### src/rtlinf_pkg.sv
// rtlinf shared definitions
// sizes, config and load structs, lane result word and FSM states
package rtlinf_pkg;

  localparam int DATA_WIDTH             = 8;
  localparam int GROUP_SIZE             = 2;   // activations per activation word
  localparam int NUM_LANES              = 4;   // also weights per weight word
  localparam int ACC_WIDTH              = 16;
  localparam int LOG_MAX_ITERS          = 8;
  localparam int LOG_MAX_READS_PER_ITER = 8;
  localparam int LOG_MAX_ADDRESS        = 8;
  localparam int NUM_ADDRESSES          = 256;
  localparam int ACT_WORD_WIDTH         = GROUP_SIZE * DATA_WIDTH;
  localparam int WEIGHT_WORD_WIDTH      = NUM_LANES * DATA_WIDTH;
  localparam int TOTAL_WIDTH            = LOG_MAX_ITERS + LOG_MAX_READS_PER_ITER;
  localparam int LANE_IDX_WIDTH         = $clog2(NUM_LANES);

  typedef struct packed {
    logic [LOG_MAX_ITERS-1:0]          num_iters;
    logic [LOG_MAX_READS_PER_ITER-1:0] num_reads_per_iter;
    logic [LOG_MAX_ADDRESS-1:0]        read_address;
    logic [LOG_MAX_ADDRESS-1:0]        write_address;
    logic signed [DATA_WIDTH-1:0]      min_clip;
    logic signed [DATA_WIDTH-1:0]      max_clip;
  } rtlinf_cfg_t;

  typedef struct packed {
    logic                         load_en;
    logic                         load_weight;  // 1 selects the weight memory
    logic [LOG_MAX_ADDRESS-1:0]   load_addr;
    logic [WEIGHT_WORD_WIDTH-1:0] load_data;    // activation memory takes the low bits
  } mem_load_t;

  // sums[g] belongs to group element g
  typedef struct packed {
    logic [GROUP_SIZE-1:0][ACC_WIDTH-1:0] sums;
  } lane_sum_t;

  typedef enum logic [1:0] {RD_IDLE, RD_REQ, RD_WAIT} reader_state_e;

  typedef enum logic {DR_COLLECT, DR_SEND} drain_state_e;

endpackage
### src/lane_drain.sv
// lane drain
// waits for every lane, then sends the lane sums one per cycle
// in lane order and releases the lanes on the last one
module lane_drain (
  input  logic                             clk,
  input  logic                             rst_n,
  input  logic [rtlinf_pkg::NUM_LANES-1:0] result_valid,
  input  rtlinf_pkg::lane_sum_t            results [rtlinf_pkg::NUM_LANES],
  output logic                             take,
  output logic                             sum_valid,
  output rtlinf_pkg::lane_sum_t            sum
);

  rtlinf_pkg::drain_state_e                state;
  logic [rtlinf_pkg::LANE_IDX_WIDTH-1:0]   lane_cnt;
  logic                                    last_lane;

  assign last_lane = (lane_cnt == rtlinf_pkg::LANE_IDX_WIDTH'(rtlinf_pkg::NUM_LANES - 1));
  assign sum_valid = (state == rtlinf_pkg::DR_SEND);
  assign sum       = results[lane_cnt];  // lanes hold their sums until take
  assign take      = sum_valid && last_lane;

  always_ff @(posedge clk) begin
    if (!rst_n) begin
      state    <= rtlinf_pkg::DR_COLLECT;
      lane_cnt <= '0;
    end else begin
      case (state)
        rtlinf_pkg::DR_COLLECT: begin
          lane_cnt <= '0;
          if (&result_valid) begin
            state <= rtlinf_pkg::DR_SEND;
          end
        end
        rtlinf_pkg::DR_SEND: begin
          lane_cnt <= lane_cnt + 1'b1;
          if (last_lane) begin
            state <= rtlinf_pkg::DR_COLLECT;
          end
        end
        default: state <= rtlinf_pkg::DR_COLLECT;
      endcase
    end
  end

endmodule

### config.mk
export PLATFORM = sky130hd
export DESIGN_NAME = lane_drain
export DESIGN_NICKNAME = d
export VERILOG_FILES = /design/src/rtlinf_pkg.sv /design/src/lane_drain.sv
export SDC_FILE = /design/constraint.sdc
export NUM_CORES = 1
export LEC_CHECK = 0
export BUFFER_PORTS_ARGS = -buffer_cell sky130_fd_sc_hd__buf_2
export CAP_MARGIN = 40
export CORE_AREA = 2 2 66 68
export DETAILED_ROUTE_END_ITERATION = 12
export DIE_AREA = 0 0 68 70
export PLACE_DENSITY = 0.72
export SYNTH_ARGS = -nofsm -noshare
export SYNTH_HDL_FRONTEND = slang
export SYNTH_SLANG_ARGS = --single-unit
### constraint.sdc
create_clock -name clk -period 3.4 [get_ports clk]
set_clock_uncertainty 0.1 [all_clocks]
set_input_delay 0.51 -clock clk [delete_from_list [all_inputs] [get_ports clk]]
set_output_delay 0.51 -clock clk [all_outputs]
set_load 0.05 [all_outputs]
== Yosys cells after proc, flatten, opt, wreduce, memory -nomap -nowiden ==
Index checks and enable logic that the tools add are counted.
W data, S select, Z words.

* Memories: 0
* Logic and storage cells: 16
* Bits in registers: 3
* Latch bits: 0
* RAM bits: 0
* Bits in read-only memories: 0
* Output and inout port bits: 34
* Bits of input ports: 134

* Mux-type cells: 7
* Multiply operators: 0
* Shifts and indexed selects: 0
* Bitwise logic cells: 2
* Equality and inequality tests: 1
* Reduce and logical (&&, ||, !) cells: 2
* Add/subtract/negate cells: 1
* Magnitude comparators: 1
* Div/mod/pow operators: 0

{| class="wikitable"
|+ Operators by type and width
! operator !! count
|-
| $bmux W32 S2 || 1
|-
| $mux W32 || 2
|-
| $pmux W2 S2 || 1
|-
| $reduce_and A4 Y1 || 1
|-
| $ge A3 B3 Y1 const B || 1
|-
| $not A2 Y3 || 1
|-
| $add A2 B1 Y2 const B || 1
|-
| $eq A2 B2 Y1 const B || 1
|-
| $mux W1 || 2
|-
| $pmux W1 S2 || 1
|-
| $logic_and A1 B1 Y1 || 1
|-
| $not A1 Y1 || 1
|}

== Logic depth before layout (Yosys ltp) ==
Gate-level depths: netlist (run 1).

* Depth after elaboration: 4
* Mapped depth: 3
* Mapped depth without buffers: 3

== Least setup slack after synthesis (run 1) ==
OpenSTA, ideal clock, no wires.

* Path type: register -> output
* Start: register lane_cnt[0] (netlist bit)
* End: output sum[25] (netlist bit)
* Path slack: 1.513 ns
* Arrival time: 1.277 ns
* Buffers on the path: 1
* Cell stages (with the launch flop): 3
* Required time: 2.790 ns
* Path through: dfxtp_1 > buf_6 > mux4_1

{| class="wikitable"
|+ RTL lines
! what !! line !! text
|-
| start, declared || lane_drain.sv:15 || <nowiki>logic [rtlinf_pkg::LANE_IDX_WIDTH-1:0] lane_cnt;</nowiki>
|-
| start signal, assigned || lane_drain.sv:36 || <nowiki>lane_cnt <= lane_cnt + 1'b1;</nowiki>
|-
| end, declared || lane_drain.sv:11 || <nowiki>output rtlinf_pkg::lane_sum_t sum</nowiki>
|}

==> metrics.cfg, run 1 <==
[clock_tree]
cts.sinks = 3
cts_setup_buffers = 0
worstSkewPairLatency_ns = 0.21
postCtsHoldBufs = 0
cts_inserted_buffers = 3
cts_tree = built
cts_root_buf = clkbuf_8
clockBufferDepth = 2
cts_resized = 0
path_clk_slew_ns = 0.03
htree_levels = 1

[cells_and_area]
final_util = 0.443
layout-drive-gt1-share = 0.931
layout_common_cells = buf_2 (167), mux4_2 (29), mux4_1 (3), clkbuf_8 (3)
area_growth_syn_to_layout_pct = 96.3
final_area_sq_mm = 0.00184
nets = 353
antenna_cells = 0
final_common_cell = buf_2
fill_cells = 403

[grt]
grt_max_degree = 23
grt_pass1_wl_um = 5390
grt.overflow.total = 0
antenna_found_initial = 0
grt_pass1_vias = 1282
grt_usage = 0.143

[synth]
ys_warn_count = 0
synth_nets = 186
ys_seq_area_frac = 0.0642
synth_area_leaders = mux4_2 (70%), mux4_1 (8.4%), buf_12 (6.4%)
ys_ff_latch = 3
netlist_area_sq_um = 936
synth_top_area_frac = 0.698
avgSynthCellArea_sq_um = 18.4
netlist_instances = 51
synth_cell_types = 15
netlist.top_cell.by_area = mux4_2

[timing]
clock.fmax_mhz = 410
hold_violations = 0
slew-limit-headroom = 0.496
finalCritPeriodShare = 0.718
finalSetupViolations = 0
rsz0062_at_grt = no
tightestPinTransition_ns = 0.755
period_minus_slack_ns = 2.44
slew_viol_final = 0
fin_ws_ns = 0.959
fin_tns_setup_ns = 0
hold_ws_ns = 0.371

[pwr]
p_comb_frac = 0.620
p_int_mw = 0.219
seqPwrFrac = 0.105
ir_drop_v = 0.000241
powerDensity_mw_per_mm2 = 200
clkPwrFrac = 0.276
leakage_nw = 0.925
p_sw_frac = 0.403
switchingPower_mw = 0.148

[critical_path]
crit_required_ns = 2.79
r2r_end = lane_cnt[1]
cp-endpoint = sum[7]
cp-end-kind = output port
crit_type = flop to output port
r2r_start = lane_cnt[1]
r2r_slack_ns = 1.73
crit_fanout = 22
critPathLaunchType = flop
startpoint = lane_cnt[0]
worstPathArrival_ns = 1.83
reg2reg_depth = 3

[floorplanning]
ios = 168
core_sq_mm = 0.00414
rows = 24
die_h_um = 70
start_util = 0.226
dieArea_sq_mm = 0.00476
die_width_um = 68

[route]
drc = 0
ant_nets = 0
wl_um = 3660
vias_per_cell = 4.72
detail_route.iter0.violations = 26
vias = 1270
wl_per_cell_um = 13.6
drtPass1Iterations = 2

[placement]
dp_hpwl_um = 3260
io_buffer_count = 167
placed_area_sq_mm = 0.00179
dp_slack_ns = 1.15
gp_congestion = 0.650

[worst_hold_path]
min_path_type = flop to flop
worstHoldStart = sum_valid

[status]
outcome = finished, final reports clean

[run]
cap_violations = 0

-- per-layer routing --
metal	vias to the layer above	wire, um	GRT usage
met5	-	0	0
met4	0	0	0.00667
met3	0	449	0.0419
met2	93	1980	0.280
met1	593	1230	0.151
li1	584	-	-
-- worst max-delay path, cell delays in order, from the launching register on --
cell and delay, ns:
dfxtp_2 0.59, buf_12 0.26, mux4_2 0.52, buf_2 0.23
-- worst min path at each step --
stage,end,slack [ns],depth (start not counted)
floorplan,lane_cnt[1],0.51,2
global placement,lane_cnt[0],0.36,2
detailed placement,lane_cnt[0],0.37,2
CTS,lane_cnt[0],0.38,2
global route,lane_cnt[0],0.42,2
finish,lane_cnt[0],0.37,2
-- power groups by stage --
| stage | clock network, mW | logic [mW] | registers [mW] |
|---|---|---|---|
| 5_1_grt | 0.110 | 0.242 | 0.0390 |
| 6_report | 0.101 | 0.228 | 0.0385 |
| 4_1_cts | 0.105 | 0.230 | 0.0387 |
| 3_5_place_dp | 0 | 0.229 | 0.0391 |
| 2_1_floorplan | 0 | 0.137 | 0.0388 |
| 3_3_place_gp | 0 | 0.224 | 0.0390 |
-- logic make-up (layout without fill, tap and decap cells) --
group	count (synthesis)	count (layout)	synth area share
AOI/OAI and AO/OA	1	1	0.00534
and+or+nand+nor	7	7	0.0428
adders and majority gates	1	1	0.0134
muxes	32	32	0.782
DFF	3	3	0.0642
buffers and inverters	7	173	0.0922
-- synth_stat cells --
master	n
buf_12	3
ha_1	1
and2_1	1
mux4_2	29
nand3b_1	1
nand2b_1	1
nand2_1	1
and3_1	1
nor2_1	1
nand4_1	1
buf_2	3
dfxtp_1	3
mux4_1	3
o21ai_0	1
buf_6	1
-- cell type report --
cell class / instances / area, sq um / area share
multi-input combinational: 41 / 790 / 0.430
tap: 52 / 65.1 / 0.0354
clock buffer: 4 / 45.0 / 0.0245
timing repair buffer: 169 / 876 / 0.477
sequential: 3 / 61.3 / 0.0334
-- sequential cells by signal (all words and copies together), names as in the netlist --
name       flops
sum_valid      1
lane_cnt       2
-- per-stage QoR --
stage	power [mW]	std cells
finish	0.368	269
global route	0.391	269
CTS	0.373	269
detailed placement	0.269	265
global placement	0.263	265
floorplan	0.176	51
Note: power is estimated with default switching activity, not from simulation.
==> inputs of run 2 (changes only) <==
Settings changed: PLACE_DENSITY 0.72 to 0.75.
Clock period 3.4 ns to 2 ns, I/O delays scaled along.
==> run 2 against run 1 <==
Largest power group unchanged. Sequential share of layout area about the same. Combinational power is 72% higher. Register-to-register slack worse by 0.99 ns. Critical path depth stayed put. Via count grew 1.7%. Largest cell class unchanged. Sequential power rose by 64%. Global-route usage up 0.33 points. Core utilization rose by 0.42 points. Worst setup slack lost 0.92 ns. Total power is 72% higher. Sequential cell count unchanged. Critical endpoint is now sum[9]. Final cell count rose by 0.74%.
==> metrics.cfg, run 2 (synthesis gave the netlist of run 1 again) <==
[route]
vias_per_cell = 4.76
vias = 1291
detail_route.iter0.violations = 16
wl_per_cell_um = 13.9
drc = 0
drtPass1Iterations = 4
ant_nets = 0
wl_um = 3760

[timing]
fin_ws_ns = 0.0391
hold_ws_ns = 0.236
hold_violations = 0
slew-limit-headroom = 0.826
clock.fmax_mhz = 510
slew_viol_final = 0
fin_tns_setup_ns = 0
finalSetupViolations = 0
rsz0062_at_grt = yes
finalCritPeriodShare = 0.980
period_minus_slack_ns = 1.96
tightestPinTransition_ns = 0.261

[pwr]
p_comb_frac = 0.620
p_sw_frac = 0.407
seqPwrFrac = 0.100
leakage_nw = 0.937
clkPwrFrac = 0.281
switchingPower_mw = 0.258
powerDensity_mw_per_mm2 = 342
p_total_mw = 0.634
p_int_mw = 0.376
ir_drop_v = 0.000354

[grt]
grt.overflow.total = 0
grt_usage = 0.146
grt_pass1_wl_um = 5360
grt_max_degree = 22
grt_pass1_vias = 1331
antenna_found_initial = 0

[floorplanning]
ios = 168
start_util = 0.226
dieArea_sq_mm = 0.00476
die_h_um = 70
die_width_um = 68
rows = 24
core_sq_mm = 0.00414

[cells_and_area]
fill_cells = 424
nets = 355
final_cell_count_no_fill = 271
layout-drive-gt1-share = 0.932
antenna_cells = 0
area_growth_syn_to_layout_pct = 98.1
largest_reg_flops = 2
layout_common_cells = buf_2 (166), mux4_2 (29), mux4_1 (3), clkbuf_8 (3), buf_4 (3)
top_register = lane_cnt
final_common_cell = buf_2

[clock_tree]
cts.sinks = 3
postCtsHoldBufs = 0
clockBufferDepth = 2
htree_levels = 1
path_clk_slew_ns = 0.03
cts_root_buf = clkbuf_8
cts_tree = built
cts_inserted_buffers = 3
cts_setup_buffers = 0
worstSkewPairLatency_ns = 0.22

[placement]
dp_hpwl_um = 3400
gp_congestion = 0.737
io_buffer_count = 167
place_inst = 267
dp_slack_ns = 0.256

[critical_path]
cp-end-kind = output port
worstPathArrival_ns = 1.56
r2r_start = lane_cnt[1]
slowest_stage = mux4_2
critPathLaunchType = flop
startpoint = lane_cnt[0]
crit_required_ns = 1.60
crit_type = flop to output port
crit_path_cell_trace = buf_12 -> mux4_2 -> buf_2
crit_fanout = 21
max_stage_delay_ns = 0.53

[worst_hold_path]
min_path_type = primary input to flop
worstHoldStart = rst_n

[run]
cap_violations = 0

[status]
outcome = finished, final reports clean

run 2: cell count changes in the layout (fill, tap and decap cells not counted):
cell,before,now
buf_4,0,3
buf_2,167,166
run 2: layout make-up:
class,instances,area (sq um),share of cell area
clock buffer,4,45.0,0.0243
multi-input combinational,41,790,0.426
sequential,3,61.3,0.0331
tap,52,65.1,0.0351
timing repair buffer,171,893,0.482
run 2: path summary, 6_finish.rpt:
path	endpoint	slack, ns	cells past startpoint
max	sum[9]	0.04	3
max reg2reg	lane_cnt[1]	0.74	3
min reg2reg	lane_cnt[0]	0.38	2
min	lane_cnt[0]	0.24	3
run 2: worst max-delay path: cells and delay by family, from the launching register on:
kind     cells  cell delay [ns]
buf+inv      2             0.43
mux          1             0.53
flops        1             0.36
run 2: metal layers:
layer | vias up | track usage | part of all wire
met2 | 100 | 0.286 | 0.54
met3 | 4 | 0.0419 | 0.14
met5 | - | 0 | 0
met4 | 0 | 0.0400 | 0.0080
met1 | 600 | 0.141 | 0.31
li1 | 587 | - | -
run 2: what timing repair did:
item                                    4_1_cts  5_1_grt
hold endpoints to repair                      0        0
endpoints found under the setup margin        0        3
resized for setup                             0        2
run 2: power by group through the flow:
stage               Clock (mW)  Combinational, mW  Sequential (mW)
floorplan                    0              0.233           0.0659
global placement             0              0.386           0.0639
detailed placement           0              0.396           0.0640
CTS                      0.187              0.397           0.0632
global route             0.187              0.416           0.0635
finish                   0.178              0.393           0.0632
run 2: through the flow:
step                utilization  instance area [sq um]
floorplan                     -                    936
global placement          0.436                   1810
detailed placement        0.436                   1810
CTS                       0.447                   1850
global route              0.447                   1850
finish                    0.447                   1850
==> inputs of run 3 (changes only) <==
Settings changed: CORE_AREA 2 2 66 68 to 2 2 65 67, CTS_BUF_LIST set to sky130_fd_sc_hd__clkbuf_4, DIE_AREA 0 0 68 70 to 0 0 67 69, PLACE_DENSITY 0.75 to 0.77, RECOVER_POWER set to 25.
==> run 3 against run 2 <==
Global-route usage grew 2.6 points. Non-clock buffer count grew 2. Via count up 0.93%. Sequential power shrank 0.8%. Sequential cell count did not move. First-iteration DRC count increased by 25%.
==> metrics.cfg, run 3 (synthesis gave the netlist of run 1 again) <==
[grt]
grt_max_degree = 20
grt_usage = 0.172
grt_pass1_wl_um = 6250
grt_pass1_vias = 1473
antenna_found_initial = 0
grt.overflow.total = 0

[cells_and_area]
seq_area_sq_um = 63.8
final_cell_count_no_fill = 271
final_common_cell = buf_2
layout_common_cells = buf_2 (155), mux4_2 (31), buf_4 (12), clkbuf_4 (4)
layout-drive-gt1-share = 0.946
nets = 357
top_register = lane_cnt
largest_reg_flops = 2
antenna_cells = 0
multi_input_comb_area_sq_um = 782
area_growth_syn_to_layout_pct = 105
fill_cells = 361

[clock_tree]
htree_levels = 1
cts_root_buf = clkbuf_4
cts_tree = built
cts_inserted_buffers = 3
worstSkewPairLatency_ns = 0.24
postCtsHoldBufs = 0
cts.sinks = 3
clockBufferDepth = 2
path_clk_slew_ns = 0.04

[critical_path]
path_buf_inv = 2
crit_fanout = 8
reg2reg_depth = 3
worstPathArrival_ns = 1.55
r2r_end = lane_cnt[1]
critPathLaunchType = flop
r2r_start = lane_cnt[1]
startpoint = lane_cnt[0]
slowest_stage = mux4_1
crit_path_cell_trace = buf_12 -> mux4_1 -> buf_4
crit_cells = 3
max_stage_delay_ns = 0.55
crit_required_ns = 1.60
crit_type = flop to output port
cp-endpoint = sum[26]
r2r_slack_ns = 0.77
timing.critical_path.max_delay_family = multiplexers
cp-end-kind = output port

[route]
vias_per_cell = 4.81
wl_per_cell_um = 15.7
vias = 1303
ant_nets = 0
drtPass1Iterations = 4
drc = 0
wl_um = 4250
detail_route.iter0.violations = 20

[pwr]
powerDensity_mw_per_mm2 = 313
p_total_mw = 0.600
leakage_nw = 0.959
ir_drop_v = 0.000217

[timing]
clock.fmax_mhz = 513
rsz0062_at_grt = yes
hold_violations = 0
slew-limit-headroom = 0.818
finalSetupViolations = 0
finalCritPeriodShare = 0.975
slew_viol_final = 0
tightestPinTransition_ns = 0.276
hold_ws_ns = 0.215
period_minus_slack_ns = 1.95
fin_ws_ns = 0.0507

[placement]
dp_hpwl_um = 3610
place_inst = 265
dp_slack_ns = 0.255
io_buffer_count = 167
gp_congestion = 0.746

[worst_hold_path]
min_path_type = primary input to flop

[floorplanning]
die_width_um = 67
die_h_um = 69
start_util = 0.239
rows = 23
core_sq_mm = 0.00391
ios = 168
dieArea_sq_mm = 0.00462

[status]
outcome = finished, final reports clean

[run]
cap_violations = 0

## run 3: changes by cell type in the layout (fill, tap and decap cells not counted), sizes merged
cell,delta
clkbuf,+2
## run 3: worst min-delay path by stage
stage          startpoint          end  slack [ns]  cells past startpoint
6_report            rst_n  lane_cnt[0]        0.21                      3
3_3_place_gp    sum_valid  lane_cnt[0]        0.36                      2
4_1_cts             rst_n  lane_cnt[0]        0.21                      3
3_5_place_dp    sum_valid  lane_cnt[0]        0.37                      2
5_1_grt             rst_n  lane_cnt[0]        0.24                      3
2_1_floorplan       rst_n  lane_cnt[0]        0.32                      2
## run 3: tightest hold or removal path, stage by stage
cell,delay (ns)
buf_2,0.12
nand2_1,0.06
nor2_1,0.03
## run 3: layer usage
layer / vias to the layer above / GRT usage / routed length (um)
met5: - / 0 / 0
met4: 0 / 0.0544 / 57
met3: 7 / 0.0310 / 485
met2: 95 / 0.345 / 2400
met1: 610 / 0.166 / 1310
li1: 591 / - / -
## run 3: metrics by stage
step,setup TNS [ns],cell area (sq um),utilization
final,0,1920,0.490
after global routing,-0.00636,1920,0.490
after CTS,0,1840,0.470
after detailed placement,0,1800,0.461
after global placement,0,1800,0.461
after floorplan,0,936,-
## run 3: cell type report
type,count,area share
clock buffer,4,0.0157
multi-input combinational,41,0.408
sequential,3,0.0333
tap,50,0.0326
timing repair buffer,173,0.510
## run 3: power breakdown
| part | internal (mW) | leakage, nW | switching [mW] |
|---|---|---|---|
| clock network | 0.0886 | 0.0184 | 0.0363 |
| logic | 0.192 | 0.916 | 0.220 |
| registers | 0.0604 | 0.0251 | 0.00233 |
## run 3: repair_timing
item / CTS / global route
resized for setup: 2 / 25
cloned: 0 / 2
buffers inserted: 0 / 0
setup endpoints to repair: 2 / 15
